[src/design/mdu_params.svh]
`ifndef MDU_PARAMS_SVH
`define MDU_PARAMS_SVH

// datapath width of the rv32 slice
`define MDU_XLEN 32

// architectural registers, x0 included
`define MDU_NREGS 32

// instruction queue slots
// the sender starts with one credit per slot
`define MDU_QDEPTH 4

// restoring divider iterations, one quotient bit each
`define MDU_DIV_STEPS 32

`endif

[src/design/mdu_pkg.sv]
`default_nettype none

`include "mdu_params.svh"

package mdu_pkg;

   // ops handled by this slice
   // addi/lui only there to load operands
   typedef enum logic [3:0] {
      op_addi, op_lui,
      op_mul, op_mulh, op_mulhsu, op_mulhu,
      op_div, op_divu, op_rem, op_remu
   } mdu_op_e;

   // divider sequencing
   typedef enum logic [1:0] {div_idle, div_run, div_done} div_state_e;

   // word on the credit port
   typedef struct packed {
      logic        valid;
      logic [31:0] word;
   } instr_t;

   // decoder output, illegal means drop at the head
   typedef struct packed {
      mdu_op_e               op;
      logic [4:0]            rd;
      logic [4:0]            rs1;
      logic [4:0]            rs2;
      logic [`MDU_XLEN-1:0]  imm;
      logic                  illegal;
   } dec_op_t;

   // issued op with operands already read
   typedef struct packed {
      mdu_op_e               op;
      logic [4:0]            rd;
      logic [`MDU_XLEN-1:0]  a;
      logic [`MDU_XLEN-1:0]  b;
   } exec_req_t;

   // result towards the regfile
   typedef struct packed {
      logic                  valid;
      logic [4:0]            rd;
      logic [`MDU_XLEN-1:0]  data;
   } wb_t;

endpackage

`default_nettype wire

[src/design/mdu_decode.sv]
`timescale 1ns/1ps
`default_nettype none

`include "mdu_params.svh"

module mdu_decode import mdu_pkg::*; (
   input  logic [31:0] instr_word,
   output dec_op_t     dec
);

   logic [6:0] opcode;
   logic [2:0] funct3;
   logic [6:0] funct7;

   assign opcode = instr_word[6:0];
   assign funct3 = instr_word[14:12];
   assign funct7 = instr_word[31:25];

   always_comb begin
      // defaults, anything unmatched stays illegal
      dec.op      = op_addi;
      dec.rd      = instr_word[11:7];
      dec.rs1     = instr_word[19:15];
      dec.rs2     = instr_word[24:20];
      dec.imm     = '0;
      dec.illegal = 1'b1;
      case (opcode)
         // R-type, M extension only
         7'b0110011: begin
            if (funct7 == 7'b0000001) begin
               dec.illegal = 1'b0;
               case (funct3)
                  3'b000:  dec.op = op_mul;
                  3'b001:  dec.op = op_mulh;
                  3'b010:  dec.op = op_mulhsu;
                  3'b011:  dec.op = op_mulhu;
                  3'b100:  dec.op = op_div;
                  3'b101:  dec.op = op_divu;
                  3'b110:  dec.op = op_rem;
                  default: dec.op = op_remu;
               endcase
            end
         end
         // addi, rs2 field belongs to the immediate
         7'b0010011: begin
            if (funct3 == 3'b000) begin
               dec.illegal = 1'b0;
               dec.op      = op_addi;
               dec.rs2     = 5'd0;
               dec.imm     = {{(`MDU_XLEN-12){instr_word[31]}}, instr_word[31:20]};
            end
         end
         // lui reads no register
         7'b0110111: begin
            dec.illegal = 1'b0;
            dec.op      = op_lui;
            dec.rs1     = 5'd0;
            dec.rs2     = 5'd0;
            dec.imm     = {instr_word[31:12], 12'b0};
         end
         default: dec.illegal = 1'b1;
      endcase
   end

endmodule

`default_nettype wire

[config.mk]
export PLATFORM = sky130hd
export DESIGN_NAME = mdu_decode
export DESIGN_NICKNAME = d
export VERILOG_FILES = /design/src/design/mdu_pkg.sv /design/src/design/mdu_decode.sv
export VERILOG_INCLUDE_DIRS = /design/src /design/src/design
export SDC_FILE = /design/constraint.sdc
export NUM_CORES = 1
export LEC_CHECK = 0
export BUFFER_PORTS_ARGS = -buffer_cell sky130_fd_sc_hd__buf_2
export CORE_MARGIN = 5
export CORE_UTILIZATION = 29
export DETAILED_ROUTE_END_ITERATION = 7
export PLACE_DENSITY_LB_ADDON = 0.1
export SLEW_MARGIN = 20
export SYNTH_ARGS = -nofsm -noshare
export SYNTH_HDL_FRONTEND = slang
export SYNTH_SLANG_ARGS = --single-unit
[constraint.sdc]
create_clock -name vclk -period 0.8
set_input_delay 0 -clock vclk [all_inputs]
set_output_delay 0 -clock vclk [all_outputs]
set_load 0.005 [all_outputs]
==> flow_metrics.py, run 1 <==
metrics = {
    "timing": {
        "final_max_slew_viol_count": 0,
        "tns_ns": -12.12,
        "tightest_slew_ns": 0.326,
        "min_period_ns": 1.18,
        "min_period_over_period_pct": 147,
        "finalHoldViolations": 0,
        "fin_ws_ns": -0.376,
        "whs_ns": 0.0000413,
        "rsz0062_at_grt": "yes",
        "finalSetupViolCount": 47,
        "max_slew_margin_pct": 78.2,
        "max_freq_mhz": 850,
    },
    "die": {
        "start_util_pct": 30.3,
        "io_pins": 84,
        "fp.dieW_um": 55.0,
        "core_um2": 1940,
        "fp-row-count": 16,
        "die-area_um2": 3030,
        "die_y_um": 55.0,
    },
    "detailed_routing": {
        "wl_per_cell_um": 16.2,
        "drtPass1Iterations": 4,
        "vias_per_cell": 5.26,
        "ant_nets": 0,
        "drt_iter0_markers": 15,
        "via_count": 1105,
        "wirelength_um": 3400,
        "route.detailed.drc": 0,
    },
    "setup_path": {
        "crit_fanout": 6,
        "critPathLaunchType": "input port",
        "crit_path_end_kind": "output pin",
        "required_ns": 0.80,
        "arrival_ns": 1.18,
        "crit_type": "input port to output pin",
    },
    "cells_and_area": {
        "final_util_pct": 76.8,
        "nFillCells": 149,
        "final_layout_size_suffix_gt1_share_pct": 77.0,
        "fin_nets": 217,
        "nFlopsAndLatches": 0,
        "final_cell_area_um2": 1490,
        "finalNonFillerCells": 210,
        "area_growth_pct": 154,
        "clkbuf_count": 0,
        "diodes": 0,
        "final-seq-area_um2": 0,
    },
    "synth": {
        "synthCells": 100,
        "yosysWarnings": 0,
        "synth_area_um2": 588,
        "netlist.area_leader.share_pct": 17.0,
        "syn_area_per_cell_um2": 5.88,
        "synth_nets": 132,
        "yosysTopAreaCell": "a21oi_1",
        "synth.distinct_cells": 23,
        "synth.top_cells.by_area": "a21oi_1, nand2_1, a21boi_0",
        "yosysSeqAreaShare_pct": 0,
    },
    "power": {
        "seqPwrFrac_pct": 0,
        "p_sw_mw": 0.229,
        "p_clk_share_pct": 0,
        "combPwrFrac_pct": 100.0,
        "p_sw_share_pct": 48.8,
        "peakVddDrop_mv": 0.193,
        "intPower_mw": 0.240,
        "power_density_nw_per_um2": 314,
        "p_leak_nw": 0.793,
        "power.total_mw": 0.469,
    },
    "placement": {
        "place_area_um2": 1070,
        "portBuffers": 74,
        "pre_cts_ws_ns": -0.402,
        "placed_cells": 203,
        "hpwl_um": 2040,
        "gp_congestion": 0.802,
    },
    "outcome": {
        "status": "finished, violations left",
        "violations": "setup timing",
    },
    "grt": {
        "grt_max_degree": 25,
        "globalRouteTotalUtil_pct": 18.7,
        "grt-ovfl-total": 0,
        "grt_pass1_vias": 1061,
        "antenna_found_initial": 0,
        "grt_pass1_wl_um": 4390,
    },
    "hold_path": {
        "whs_path_depth": 0,
        "hold_path.class": "input port to output pin",
        "hp-start": "instr_word[7]",
        "hold_path_end": "dec[43]",
    },
    "clock_network": {
        "hold_buffers": 0,
    },
    "job": {
        "drv_cap": 0,
    },
}
## critical path, cell delays in order
cell     delay [ns]
buf_6          0.09
or4_4          0.59
o21ai_4        0.20
and3_1         0.18
buf_2          0.11
## timing repair
action	in CTS	in global routing
resized for setup	30	51
endpoints found under the setup margin	47	47
gates cloned	2	3
pin swaps	17	16
hold endpoints to repair	0	0
setup buffers	1	3
## area by class of cell
| cell class | count | area [um^2] | area share (%) |
|---|---|---|---|
| Multi-Input combinational cell | 90 | 813 | 54.5 |
| Timing Repair Buffer | 93 | 644 | 43.2 |
| Tap cell | 27 | 33.8 | 2.27 |
## cells by family (layout without fill, tap and decap cells)
| group | count (synthesis) | after routing | synth area share, % |
|---|---|---|---|
| compound gates | 32 | 32 | 32.8 |
| buf+inv | 15 | 93 | 15.1 |
| xor+xnor | 1 | 1 | 1.49 |
| simple gates | 52 | 57 | 50.6 |
## Yosys cell counts
cell type  number
nand2_1        23
nor2b_1         2
nand4b_1        1
nor2_4          1
and3_2          2
nand3b_2        1
a21boi_0       10
nor2_1          1
buf_6           1
buf_2           2
buf_4           6
xnor2_1         1
and3b_1         1
a21oi_1        20
clkbuf_1        6
nor4_2          1
and2_1          2
or4_4           1
o21ai_2         1
a211o_1         1
and3_1         11
nor4bb_1        1
nor4_1          4
## layer usage
| metal | track usage [%] | share of wire (%) | vias to the layer above |
|---|---|---|---|
| li1 | - | - | 533 |
| met1 | 20.5 | 40 | 522 |
| met2 | 38.0 | 53 | 50 |
| met3 | 2.95 | 7.8 | 0 |
| met4 | 2.02 | 0 | 0 |
| met5 | 0 | 0 | - |
## power by group through the flow
stage / clock, mW / sequential [mW] / combinational [mW]
3_3_place_gp: 0 / 0 / 0.311
6_report: 0 / 0 / 0.469
4_1_cts: 0 / 0 / 0.377
3_5_place_dp: 0 / 0 / 0.316
2_1_floorplan: 0 / 0 / 0.138
5_1_grt: 0 / 0 / 0.501
## worst max-delay path by stage
stage	start	to	cells past startpoint
floorplan	instr_word[13]	dec[10]	4
global placement	instr_word[13]	dec[10]	5
detailed placement	instr_word[13]	dec[32]	5
CTS	instr_word[13]	dec[32]	5
global route	instr_word[13]	dec[1]	5
finish	instr_word[13]	dec[32]	5
## placed cells by master, fill, tap and decap left out, drive strengths merged
cell type  netlist  final
buf              9     92
nand3b           1      4
a211o            1      1
clkbuf           6      1
a21boi          10     10
a21oi           20     20
and3b            1      1
nor4             5      5
nor2             2      3
nor4bb           1      1
o21ai            1      1
nor2b            2      2
and3            13     13
xnor2            1      1
nand4b           1      1
and2             2      3
or4              1      1
nand2           23     23
Note: power is estimated with default switching activity, not from simulation.
==> inputs of run 2 (changes only) <==
==> constraint.sdc (replaced) <==
create_clock -name vclk -period 0.8
set_input_delay 0.16 -clock vclk [all_inputs]
set_output_delay 0.16 -clock vclk [all_outputs]
set_load 0.005 [all_outputs]
==> run 2 against run 1 <==
  * The run still ends with setup timing left
  * Sequential cell count stayed put
  * Utilization is 1.2 points lower
  * First-iteration DRC count is 80% lower
  * Total power is 6.9% lower
  * Global-route usage is 0.17 points lower
  * Critical path type unchanged
  * Fmax is 22% lower
  * Critical endpoint unchanged
  * Worst setup slack worse by 0.34 ns
==> flow_metrics.py, run 2 (same netlist as run 1, synthesis figures left out) <==
metrics = {
    "outcome": {
        "status": "finished, violations left",
        "violations": "setup timing",
    },
    "timing": {
        "finalHoldViolations": 0,
        "min_period_ns": 1.51,
        "tightest_slew_ns": 0.301,
        "min_period_over_period_pct": 189,
        "max_freq_mhz": 661,
        "finalSetupViolCount": 47,
        "fin_ws_ns": -0.713,
        "max_slew_margin_pct": 79.8,
        "final_max_slew_viol_count": 0,
        "rsz0062_at_grt": "yes",
    },
    "power": {
        "power.total_mw": 0.436,
        "combPwrFrac_pct": 100.0,
        "p_leak_nw": 0.731,
        "p_clk_share_pct": 0,
        "power_density_nw_per_um2": 297,
        "peakVddDrop_mv": 0.217,
        "p_sw_mw": 0.204,
        "p_sw_share_pct": 46.7,
        "seqPwrFrac_pct": 0,
        "intPower_mw": 0.232,
    },
    "setup_path": {
        "required_ns": 0.64,
        "crit_fanout": 6,
        "max_stage_delay_ns": 0.59,
        "crit_type": "input port to output pin",
        "critPathTopFamily": "simple AND/OR/NAND/NOR gates",
        "crit_path_top_delay_cell": "or4_4",
        "crit_path_end_kind": "output pin",
        "path_buf_inv": 2,
        "critPathLaunchType": "input port",
        "crit_chain": "buf_6 -> or4_4 -> o21ai_4 -> and3_1 -> buf_2",
        "startpoint": "instr_word[13]",
        "arrival_ns": 1.35,
    },
    "detailed_routing": {
        "route.detailed.drc": 0,
        "vias_per_cell": 4.94,
        "via_count": 1043,
        "ant_nets": 0,
        "drt_iter0_markers": 3,
        "wl_per_cell_um": 14.0,
        "wirelength_um": 2950,
        "drtPass1Iterations": 4,
    },
    "grt": {
        "grt-ovfl-total": 0,
        "grt_pass1_vias": 979,
        "antenna_found_initial": 0,
        "grt_max_degree": 15,
        "globalRouteTotalUtil_pct": 18.5,
        "grt_pass1_wl_um": 4310,
    },
    "hold_path": {
        "hp-start": "instr_word[7]",
        "hold_path.class": "input port to output pin",
    },
    "cells_and_area": {
        "fin_nets": 218,
        "final-seq-area_um2": 0,
        "layout_commonest_cell": "buf_2",
        "nFillCells": 159,
        "final_layout_size_suffix_gt1_share_pct": 78.3,
        "area_growth_pct": 150,
        "clkbuf_count": 0,
        "diodes": 0,
        "final_cell_mix": "buf_2, nand2_1, buf_6",
        "multi_input_area_um2": 752,
        "final_cell_area_um2": 1470,
        "nFlopsAndLatches": 0,
    },
    "die": {
        "fp.dieW_um": 55.0,
        "die_y_um": 55.0,
        "core_um2": 1940,
        "start_util_pct": 30.3,
        "die-area_um2": 3030,
        "fp-row-count": 16,
        "io_pins": 84,
    },
    "placement": {
        "hpwl_um": 2290,
        "place_area_um2": 1250,
        "portBuffers": 74,
        "gp_congestion": 0.735,
    },
    "job": {
        "drv_cap": 0,
    },
    "clock_network": {
        "hold_buffers": 0,
    },
}
run 2: path summary, 6_finish.rpt:
| path | endpoint | slack (ns) | depth (start not counted) |
|---|---|---|---|
| setup / recovery | dec[32] | -0.71 | 5 |
| hold / removal | dec[43] | 0.32 | 0 |
run 2: power by group through the flow:
stage	combinational (mW)	clock (mW)	sequential, mW
detailed placement	0.368	0	0
global route	0.472	0	0
CTS	0.416	0	0
finish	0.436	0	0
global placement	0.360	0	0
floorplan	0.183	0	0
run 2: stage by stage:
| step | setup TNS (ns) | instances | setup WS (ns) | hold slack [ns] | utilization [%] |
|---|---|---|---|---|---|
| 2_1_floorplan | -14.33 | 100 | -0.445 | 0.344 | - |
| 4_1_cts | -28.01 | 210 | -0.696 | 0.320 | 71.3 |
| 3_5_place_dp | -28.77 | 207 | -0.726 | 0.320 | 64.6 |
| 3_3_place_gp | -28.20 | 207 | -0.704 | 0.320 | 64.6 |
| 5_1_grt | -29.92 | 211 | -0.764 | 0.320 | 75.6 |
| 6_report | -26.99 | 211 | -0.713 | 0.320 | 75.6 |
run 2: layout make-up:
type                            instances  area share [%]
Tap cell                               27            2.30
Timing Repair Buffer                   96            46.5
Multi-Input combinational cell         88            51.2
run 2: timing repair:
item | in CTS | in global routing
pin swaps | 17 | 13
gates cloned | 3 | 0
gates resized for setup | 29 | 14
endpoints found under the setup margin | 47 | 47
setup buffers | 0 | 1
endpoints found under the hold margin | 0 | 0
run 2: routing by layer:
layer	wire [um]	vias up	share of wire [%]	track usage, %
met1	1160	469	39	22.5
met5	0	-	0	0
met4	0	0	0	0
li1	-	525	-	-
met3	282	0	9.6	1.61
met2	1510	49	51	36.8
