## src/design/mdu_params.svh

```systemverilog
`ifndef MDU_PARAMS_SVH
`define MDU_PARAMS_SVH

// datapath width of the rv32 slice
`define MDU_XLEN 32

// architectural registers, x0 included
`define MDU_NREGS 32

// instruction queue slots
// the sender starts with one credit per slot
`define MDU_QDEPTH 4

// restoring divider iterations, one quotient bit each
`define MDU_DIV_STEPS 32

`endif

```

## src/design/mdu_pkg.sv

```systemverilog
`default_nettype none

`include "mdu_params.svh"

package mdu_pkg;

   // ops handled by this slice
   // addi/lui only there to load operands
   typedef enum logic [3:0] {
      op_addi, op_lui,
      op_mul, op_mulh, op_mulhsu, op_mulhu,
      op_div, op_divu, op_rem, op_remu
   } mdu_op_e;

   // divider sequencing
   typedef enum logic [1:0] {div_idle, div_run, div_done} div_state_e;

   // word on the credit port
   typedef struct packed {
      logic        valid;
      logic [31:0] word;
   } instr_t;

   // decoder output, illegal means drop at the head
   typedef struct packed {
      mdu_op_e               op;
      logic [4:0]            rd;
      logic [4:0]            rs1;
      logic [4:0]            rs2;
      logic [`MDU_XLEN-1:0]  imm;
      logic                  illegal;
   } dec_op_t;

   // issued op with operands already read
   typedef struct packed {
      mdu_op_e               op;
      logic [4:0]            rd;
      logic [`MDU_XLEN-1:0]  a;
      logic [`MDU_XLEN-1:0]  b;
   } exec_req_t;

   // result towards the regfile
   typedef struct packed {
      logic                  valid;
      logic [4:0]            rd;
      logic [`MDU_XLEN-1:0]  data;
   } wb_t;

endpackage

`default_nettype wire

```

## src/design/mdu_divider.sv

```systemverilog
`timescale 1ns/1ps
`default_nettype none

`include "mdu_params.svh"

module mdu_divider import mdu_pkg::*; (
   input  logic      clk,
   input  logic      rst_n,
   input  exec_req_t req,
   input  logic      req_valid,
   output wb_t       wb,
   output logic      busy
);

   localparam int CNT_W = $clog2(`MDU_DIV_STEPS);

   div_state_e           state;
   logic [CNT_W-1:0]     count;

   // request side helpers
   logic                 req_signed;
   logic                 neg_a;
   logic                 neg_b;
   logic [`MDU_XLEN-1:0] abs_a;
   logic [`MDU_XLEN-1:0] abs_b;

   // working registers
   logic [`MDU_XLEN-1:0] quo;
   logic [`MDU_XLEN-1:0] rem;
   logic [`MDU_XLEN-1:0] dvs;
   logic [`MDU_XLEN-1:0] orig_a;
   logic [4:0]           rd_q;
   logic                 want_rem;
   logic                 neg_q;
   logic                 neg_r;
   logic                 div_zero;

   // one restoring step
   logic [`MDU_XLEN:0]   shifted;
   logic [`MDU_XLEN:0]   diff;

   // fixed up results
   logic [`MDU_XLEN-1:0] q_fix;
   logic [`MDU_XLEN-1:0] r_fix;

   assign req_signed = (req.op == op_div) || (req.op == op_rem);
   assign neg_a      = req_signed & req.a[`MDU_XLEN-1];
   assign neg_b      = req_signed & req.b[`MDU_XLEN-1];
   assign abs_a      = neg_a ? -req.a : req.a;
   assign abs_b      = neg_b ? -req.b : req.b;

   // bring down the next dividend bit, try the subtract
   assign shifted = {rem, quo[`MDU_XLEN-1]};
   assign diff    = shifted - {1'b0, dvs};

   always_ff @(posedge clk or negedge rst_n) begin
      if (!rst_n) begin
         state <= div_idle;
         count <= '0;
      end else begin
         case (state)
            div_idle: begin
               count <= '0;
               if (req_valid) begin
                  // divide by zero skips the iterations
                  state <= (req.b == '0) ? div_done : div_run;
               end
            end
            div_run: begin
               count <= count + 1'b1;
               if (count == CNT_W'(`MDU_DIV_STEPS - 1)) begin
                  state <= div_done;
               end
            end
            default: state <= div_idle;
         endcase
      end
   end

   always_ff @(posedge clk) begin
      if (state == div_idle) begin
         quo      <= abs_a;
         rem      <= '0;
         dvs      <= abs_b;
         orig_a   <= req.a;
         rd_q     <= req.rd;
         want_rem <= (req.op == op_rem) || (req.op == op_remu);
         neg_q    <= neg_a ^ neg_b;
         neg_r    <= neg_a;
         div_zero <= (req.b == '0);
      end else if (state == div_run) begin
         // msb of diff clear means the subtract fit
         if (!diff[`MDU_XLEN]) begin
            rem <= diff[`MDU_XLEN-1:0];
            quo <= {quo[`MDU_XLEN-2:0], 1'b1};
         end else begin
            rem <= shifted[`MDU_XLEN-1:0];
            quo <= {quo[`MDU_XLEN-2:0], 1'b0};
         end
      end
   end

   // quotient sign from both operands, remainder follows the dividend
   // 0x80000000 / -1 yields the dividend with rem 0 without a special case
   assign q_fix = neg_q ? -quo : quo;
   assign r_fix = neg_r ? -rem : rem;

   assign wb.valid = (state == div_done);
   assign wb.rd    = rd_q;
   assign wb.data  = div_zero ? (want_rem ? orig_a : '1) : (want_rem ? r_fix : q_fix);

   assign busy = (state != div_idle);

   // issue logic must wait for idle
   a_no_req_busy: assert property (
      @(posedge clk) disable iff (!rst_n)
      req_valid |-> !busy
   ) else $error("divider request while busy");

endmodule

`default_nettype wire

```

## config.mk

```make
export PLATFORM = sky130hd
export DESIGN_NAME = mdu_divider
export DESIGN_NICKNAME = d
export VERILOG_FILES = /design/src/design/mdu_pkg.sv /design/src/design/mdu_divider.sv
export VERILOG_INCLUDE_DIRS = /design/src /design/src/design
export SDC_FILE = /design/constraint.sdc
export NUM_CORES = 1
export LEC_CHECK = 0
export ABC_AREA = 1
export BUFFER_PORTS_ARGS = -buffer_cell sky130_fd_sc_hd__buf_2
export CAP_MARGIN = 20
export CORE_MARGIN = 3
export CORE_UTILIZATION = 27
export CTS_CLUSTER_DIAMETER = 200
export CTS_CLUSTER_SIZE = 24
export DETAILED_ROUTE_END_ITERATION = 6
export MAX_ROUTING_LAYER = met4
export PLACE_DENSITY = 0.46
export SYNTH_ARGS = -nofsm -noshare
export SYNTH_HDL_FRONTEND = slang
export SYNTH_SLANG_ARGS = --single-unit
```

## constraint.sdc

```tcl
create_clock -name clk -period 7.6 [get_ports clk]
set_input_delay 0.76 -clock clk [delete_from_list [all_inputs] [get_ports clk]]
set_output_delay 0.76 -clock clk [all_outputs]
set_load 0.1 [all_outputs]
```

==> results of run 1 <==
[logic make-up after synthesis]
| group | Yosys count |
|---|---|
| flops | 144 |
| xor+xnor | 63 |
| fa+ha+maj | 39 |
| simple gates | 1118 |
| compound gates | 203 |
| buf+inv | 351 |
[metal layers]
metal	part of all wire (%)	wire [microns]	global-route usage [%]
met2	47	20000	29.8
met4	1.7	707	4.90
met3	4.1	1720	2.53
met5	0	0	-
met1	47	19800	24.1
[through the flow]
step	instances	hold slack, ns
floorplan	1918	0.440
global placement	2589	0.463
detailed placement	2589	0.472
CTS	2621	0.0939
global route	2622	0.102
finish	2622	0.122
[registers in the layout (all words and copies together), names as in the netlist]
signal,flops
rem,32
div_zero,1
rd_q,5
neg_r,1
quo,32
count,5
neg_q,1
want_rem,1
dvs,32
state,2
orig_a,32
[layout make-up]
class,count,area (sq um)
fillers,5007,30400
clock inverters,14,226
inverters,305,1140
multi-input cells,1423,6900
flip-flops and latches,144,3970
repair buffers,126,681
well taps,592,741
clock buffers,18,429
[power by group through the flow]
stage,sequential [mW],combinational (mW),clock [mW]
floorplan,1.38,2.37,0
global placement,1.36,3.13,0
detailed placement,1.37,3.14,0
CTS,1.35,3.15,0.995
global route,1.38,3.43,1.02
finish,1.35,3.13,0.972
[worst max-delay path by stage]
stage,slack (ns),to,from,cells past startpoint
detailed placement,4.01,wb[18],div_zero,5
global placement,4.03,wb[18],div_zero,5
global route,3.54,wb[20],rem[0],13
floorplan,3.87,wb[18],rem[0],10
CTS,3.48,wb[18],div_zero,5
finish,3.78,wb[15],quo[3],12
[cells in the final DEF (no fill, tap or decap), drive strengths merged, types with 7 or more instances in the layout]
cell type,Yosys,final
inv,303,308
nor2,209,209
xor2,39,39
o211ai,10,10
o21ai,103,103
buf,16,126
xnor2,24,24
nand4,30,30
nor4,7,7
ha,38,38
nand2,652,652
or2,8,8
a21oi,61,61
nor3,20,20
a31oi,15,15
nand3b,10,10
nand3,173,173
dfrtp,7,7
clkbuf,30,18
dfxtp,32,32
edfxtp,105,105
==> flow_summary.ini, run 1 <==
[status]
status = finished, final reports clean

[placement]
dpl-instance-area_sq_um = 13400
gp_congestion = 0.895
pre_cts_slack_ns = 4.01
portBuffers = 114
place_hpwl_mm = 33.8

[die]
pin_count = 115
initial_core_util_pct = 27.5
die_w_microns = 219
core_sq_um = 44500
die_h_microns = 219
rows = 77
fp.dieArea_sq_um = 48000

[synth]
yosysWarnings = 0
synthTopCellsByArea = edfxtp_1, nand2_1, inv_1
synth_common_cells = nand2_1, inv_1, nor2_1
synthMuxAreaShare_pct = 0
ys_seq_area_share_pct = 32.4
synth_area_leader_cell = edfxtp_1
yosysMostFrequentCell = nand2_1
synth_compound_area_share_pct = 9.13
synthFlopType = edfxtp_1
synthAdderAreaFrac_pct = 4.04
synth_edf_count = 105
synthesis.nets = 2033
avgSynthCellArea_sq_um = 6.39
synth_top_cell_area_share_pct = 25.7
ys_seq_elements = 144
ys_types = 51
synthesis.instances = 1918
synth-simple-area-share_pct = 38.6
synth_xor_area_share_pct = 4.50
async_flop_share_pct = 4.86
synth_area_sq_um = 12300
synth_top_family_by_area = simple AND/OR/NAND/NOR gates

[sta]
tns_ns = 0
fin_ws_ns = 3.78
setup_viol = 0
min_period_over_period_pct = 50.3
finalHoldViolCount = 0
tightest_slew_ns = 0.917
slew_viol_final = 0
fmax_ghz = 0.262
max-slew-margin-rel_pct = 38.7
grt_setup_unrepaired = false
finalClockSkew_ns = 0.0211
period_needed_ns = 3.82

[cells_and_area]
design_area_sq_um = 14100
final_nets = 2132
fin_util_pct = 31.7
diodes = 0
areaGrowthSynthToFinish_pct = 14.9
drive_gt1_share_pct = 10.1

[worst_setup_path]
r2r_start = quo[31]
slowest_stage = nor2_1
path_buf_inv = 2
crit_required_ns = 6.84
worstPathArrival_ns = 3.06
cp_cell_sequence = nor2_1 -> inv_1 -> nor2_1 -> nand2_1 -> nand2_1 -> o21ai_0 -> nand2_1 -> nand2_1 -> nor2_1 -> nor2_1 -> a21oi_1 -> buf_2
rr_worst_depth = 15
worstReg2RegEnd = quo[0]
path_class = reg -> out
cpLargestDelayFamily = simple AND/OR/NAND/NOR gates
end_kind = primary output
critPathMaxStageDelay_ns = 0.50
worstPathMaxFanout = 6
r2r_slack_ns = 4.81
critPathLaunchType = register

[grt]
gr-total-overflow = 0
grt_usage_pct = 18.4
grt_pass1_wl_mm = 66.0
grt_pass1_vias = 11700
grt_max_degree = 60
antenna_found_initial = 0

[power_and_ir_drop]
switching_share_pct = 55.3
max-vdd-ir-drop_uv = 381
combinationalPowerShare_pct = 57.4
switchingPower_mw = 3.02
cellLeakagePower_nw = 7.19
power.density_nw_per_um2 = 387
internal_power_mw = 2.44
p_clk_share_pct = 17.8
p_seq_share_pct = 24.8
total_power_mw = 5.46

[route]
drt_iter0_drc = 1042
drc_errors = 0
drt-total-wl_mm = 42.3
vias_per_cell = 4.74
wire_per_inst_microns = 16.1
via_count = 12400
drtAntennaViolNets = 0
drt_pass1_iterations = 5

[job]
drv_cap = 0

[clock_network]
path_clk_slew_ns = 0.07
post-cts-setup-buffer-count = 0
clk_latency_ns = 0.47
htreeDepth = 4
ctsResizeCount = 0
cts_made_buffers = 17
cts_buffer_depth = 2
root_buffer = clkbuf_16
cts_tree = built
clock_sinks = 144
hold_buffers = 0

[worst_hold_path]
hold_class = in -> async
(Power assumes the default switching activity.)
==> inputs of run 2 (changes only) <==
Clock period 7.6 ns to 3.9 ns, I/O delays scaled along.
==> run 2 against run 1 <==
Critical path depth is the same. Critical path type unchanged. Sequential power up 96%. Register-to-register slack worse by 3.7 ns. Worst hold slack lost 0.011 ns. Total power rose by 91%. Largest cell class unchanged. Die area is the same. Count of clock-buffer cells in the layout increased by 5. Largest power group unchanged.
==> flow_summary.ini, run 2 (synthesis gave the netlist of run 1 again) <==
[worst_setup_path]
crit_required_ns = 3.51
path_class = reg -> out
worstPathMaxFanout = 6
end_kind = primary output
worstPathArrival_ns = 2.98
critPathLaunchType = register

[grt]
grt_usage_pct = 18.0
grt_pass1_wl_mm = 65.0
gr-total-overflow = 0
grt_pass1_vias = 11800
antenna_found_initial = 1
grt_max_degree = 61

[route]
wire_per_inst_microns = 15.8
drc_errors = 0
drt-total-wl_mm = 41.6
drt_pass1_iterations = 6
vias_per_cell = 4.65
via_count = 12200
drtAntennaViolNets = 0
drt_iter0_drc = 883

[die]
pin_count = 115
initial_core_util_pct = 27.5
core_sq_um = 44500
rows = 77
die_w_microns = 219
die_h_microns = 219
fp.dieArea_sq_um = 48000

[placement]
portBuffers = 114
place_hpwl_mm = 33.3
dpl-instance-area_sq_um = 13400
gp_congestion = 0.947

[sta]
hold_slack_ns = 0.111
fmax_ghz = 0.297
slew_viol_final = 0
finalHoldViolCount = 0
finalClockSkew_ns = 0.0223
tightest_slew_ns = 1.02
setup_viol = 0
grt_setup_unrepaired = false
max-slew-margin-rel_pct = 32.1
period_needed_ns = 3.37
min_period_over_period_pct = 86.3
tns_ns = 0

[clock_network]
cts_made_buffers = 17
htreeDepth = 4
clk_latency_ns = 0.47
clock_sinks = 144
cts_tree = built
cts_buffer_depth = 2
path_clk_slew_ns = 0.07
root_buffer = clkbuf_16

[power_and_ir_drop]
combinationalPowerShare_pct = 58.5
internal_power_mw = 4.57
total_power_mw = 10.4
p_seq_share_pct = 25.3
power.density_nw_per_um2 = 741
switchingPower_mw = 5.85
cellLeakagePower_nw = 7.18
switching_share_pct = 56.1
max-vdd-ir-drop_uv = 772
p_clk_share_pct = 16.2

[cells_and_area]
final_cell_mix = nand2_1, inv_1, nor2_1
final_nets = 2137
drive_gt1_share_pct = 10.3
design_area_sq_um = 14100
final_common_cell = nand2_1
areaGrowthSynthToFinish_pct = 14.7

[status]
status = finished, final reports clean

[job]
drv_cap = 0

[worst_hold_path]
hold_class = in -> reg
run 2: metrics by stage:
| step | worst slack (ns) | utilization [%] | instances |
|---|---|---|---|
| 2_1_floorplan | 0.396 | - | 1918 |
| 3_3_place_gp | 1.00 | 30.2 | 2594 |
| 3_5_place_dp | 1.01 | 30.2 | 2594 |
| 4_1_cts | 0.486 | 31.6 | 2627 |
| 5_1_grt | 0.220 | 31.6 | 2628 |
| 6_report | 0.532 | 31.6 | 2628 |
run 2: final cells by class:
cell class / count / area, sq um
fillers: 4976 / 30400
multi-input cells: 1423 / 6900
flip-flops and latches: 144 / 3970
inverters: 305 / 1140
well taps: 592 / 741
repair buffers: 131 / 701
clock buffers: 23 / 532
clock inverters: 9 / 68.8
diodes: 1 / 2.50
run 2: routing by layer:
layer | GRT usage [%] | part of all wire [%] | vias up
met5 | - | 0 | -
met4 | 5.29 | 2.0 | 0
met3 | 2.77 | 4.1 | 41
met2 | 29.4 | 47 | 258
met1 | 23.2 | 47 | 5582
li1 | - | - | 6342
run 2: worst max-delay path, cell delays in order, from the launching register on:
cell	delay, ns
edfxtp_1	0.43
nor2_1	0.21
inv_1	0.06
nor2_1	0.46
nand2_1	0.19
nand2_1	0.13
o21ai_0	0.12
nand2_1	0.09
nand2_1	0.05
nor2_1	0.11
nor2_1	0.05
a21oi_1	0.17
buf_2	0.46
run 2: repair_timing:
item,4_1_cts,5_1_grt
hold buffers,1,0
setup buffers,0,0
hold endpoints to repair,7,0
gates resized for setup,0,0
run 2: power by group through the flow:
stage	clock, mW	sequential [mW]	combinational [mW]
2_1_floorplan	0	2.70	4.61
3_5_place_dp	0	2.67	6.13
5_1_grt	1.79	2.69	6.68
4_1_cts	1.74	2.64	6.14
3_3_place_gp	0	2.66	6.11
6_report	1.69	2.64	6.10
run 2: path summary, 6_finish.rpt:
check,from,endpoint,slack (ns),depth (start not counted)
max,quo[4],wb[15],0.53,12
min,req[63],orig_a[31],0.11,1
max reg2reg,quo[31],rem[1],1.12,18
min reg2reg,rem[1],rem[1],0.47,2
max in group asynchronous,rst_n,state[1],3.46,2
min in group asynchronous,rst_n,count[2],0.28,2
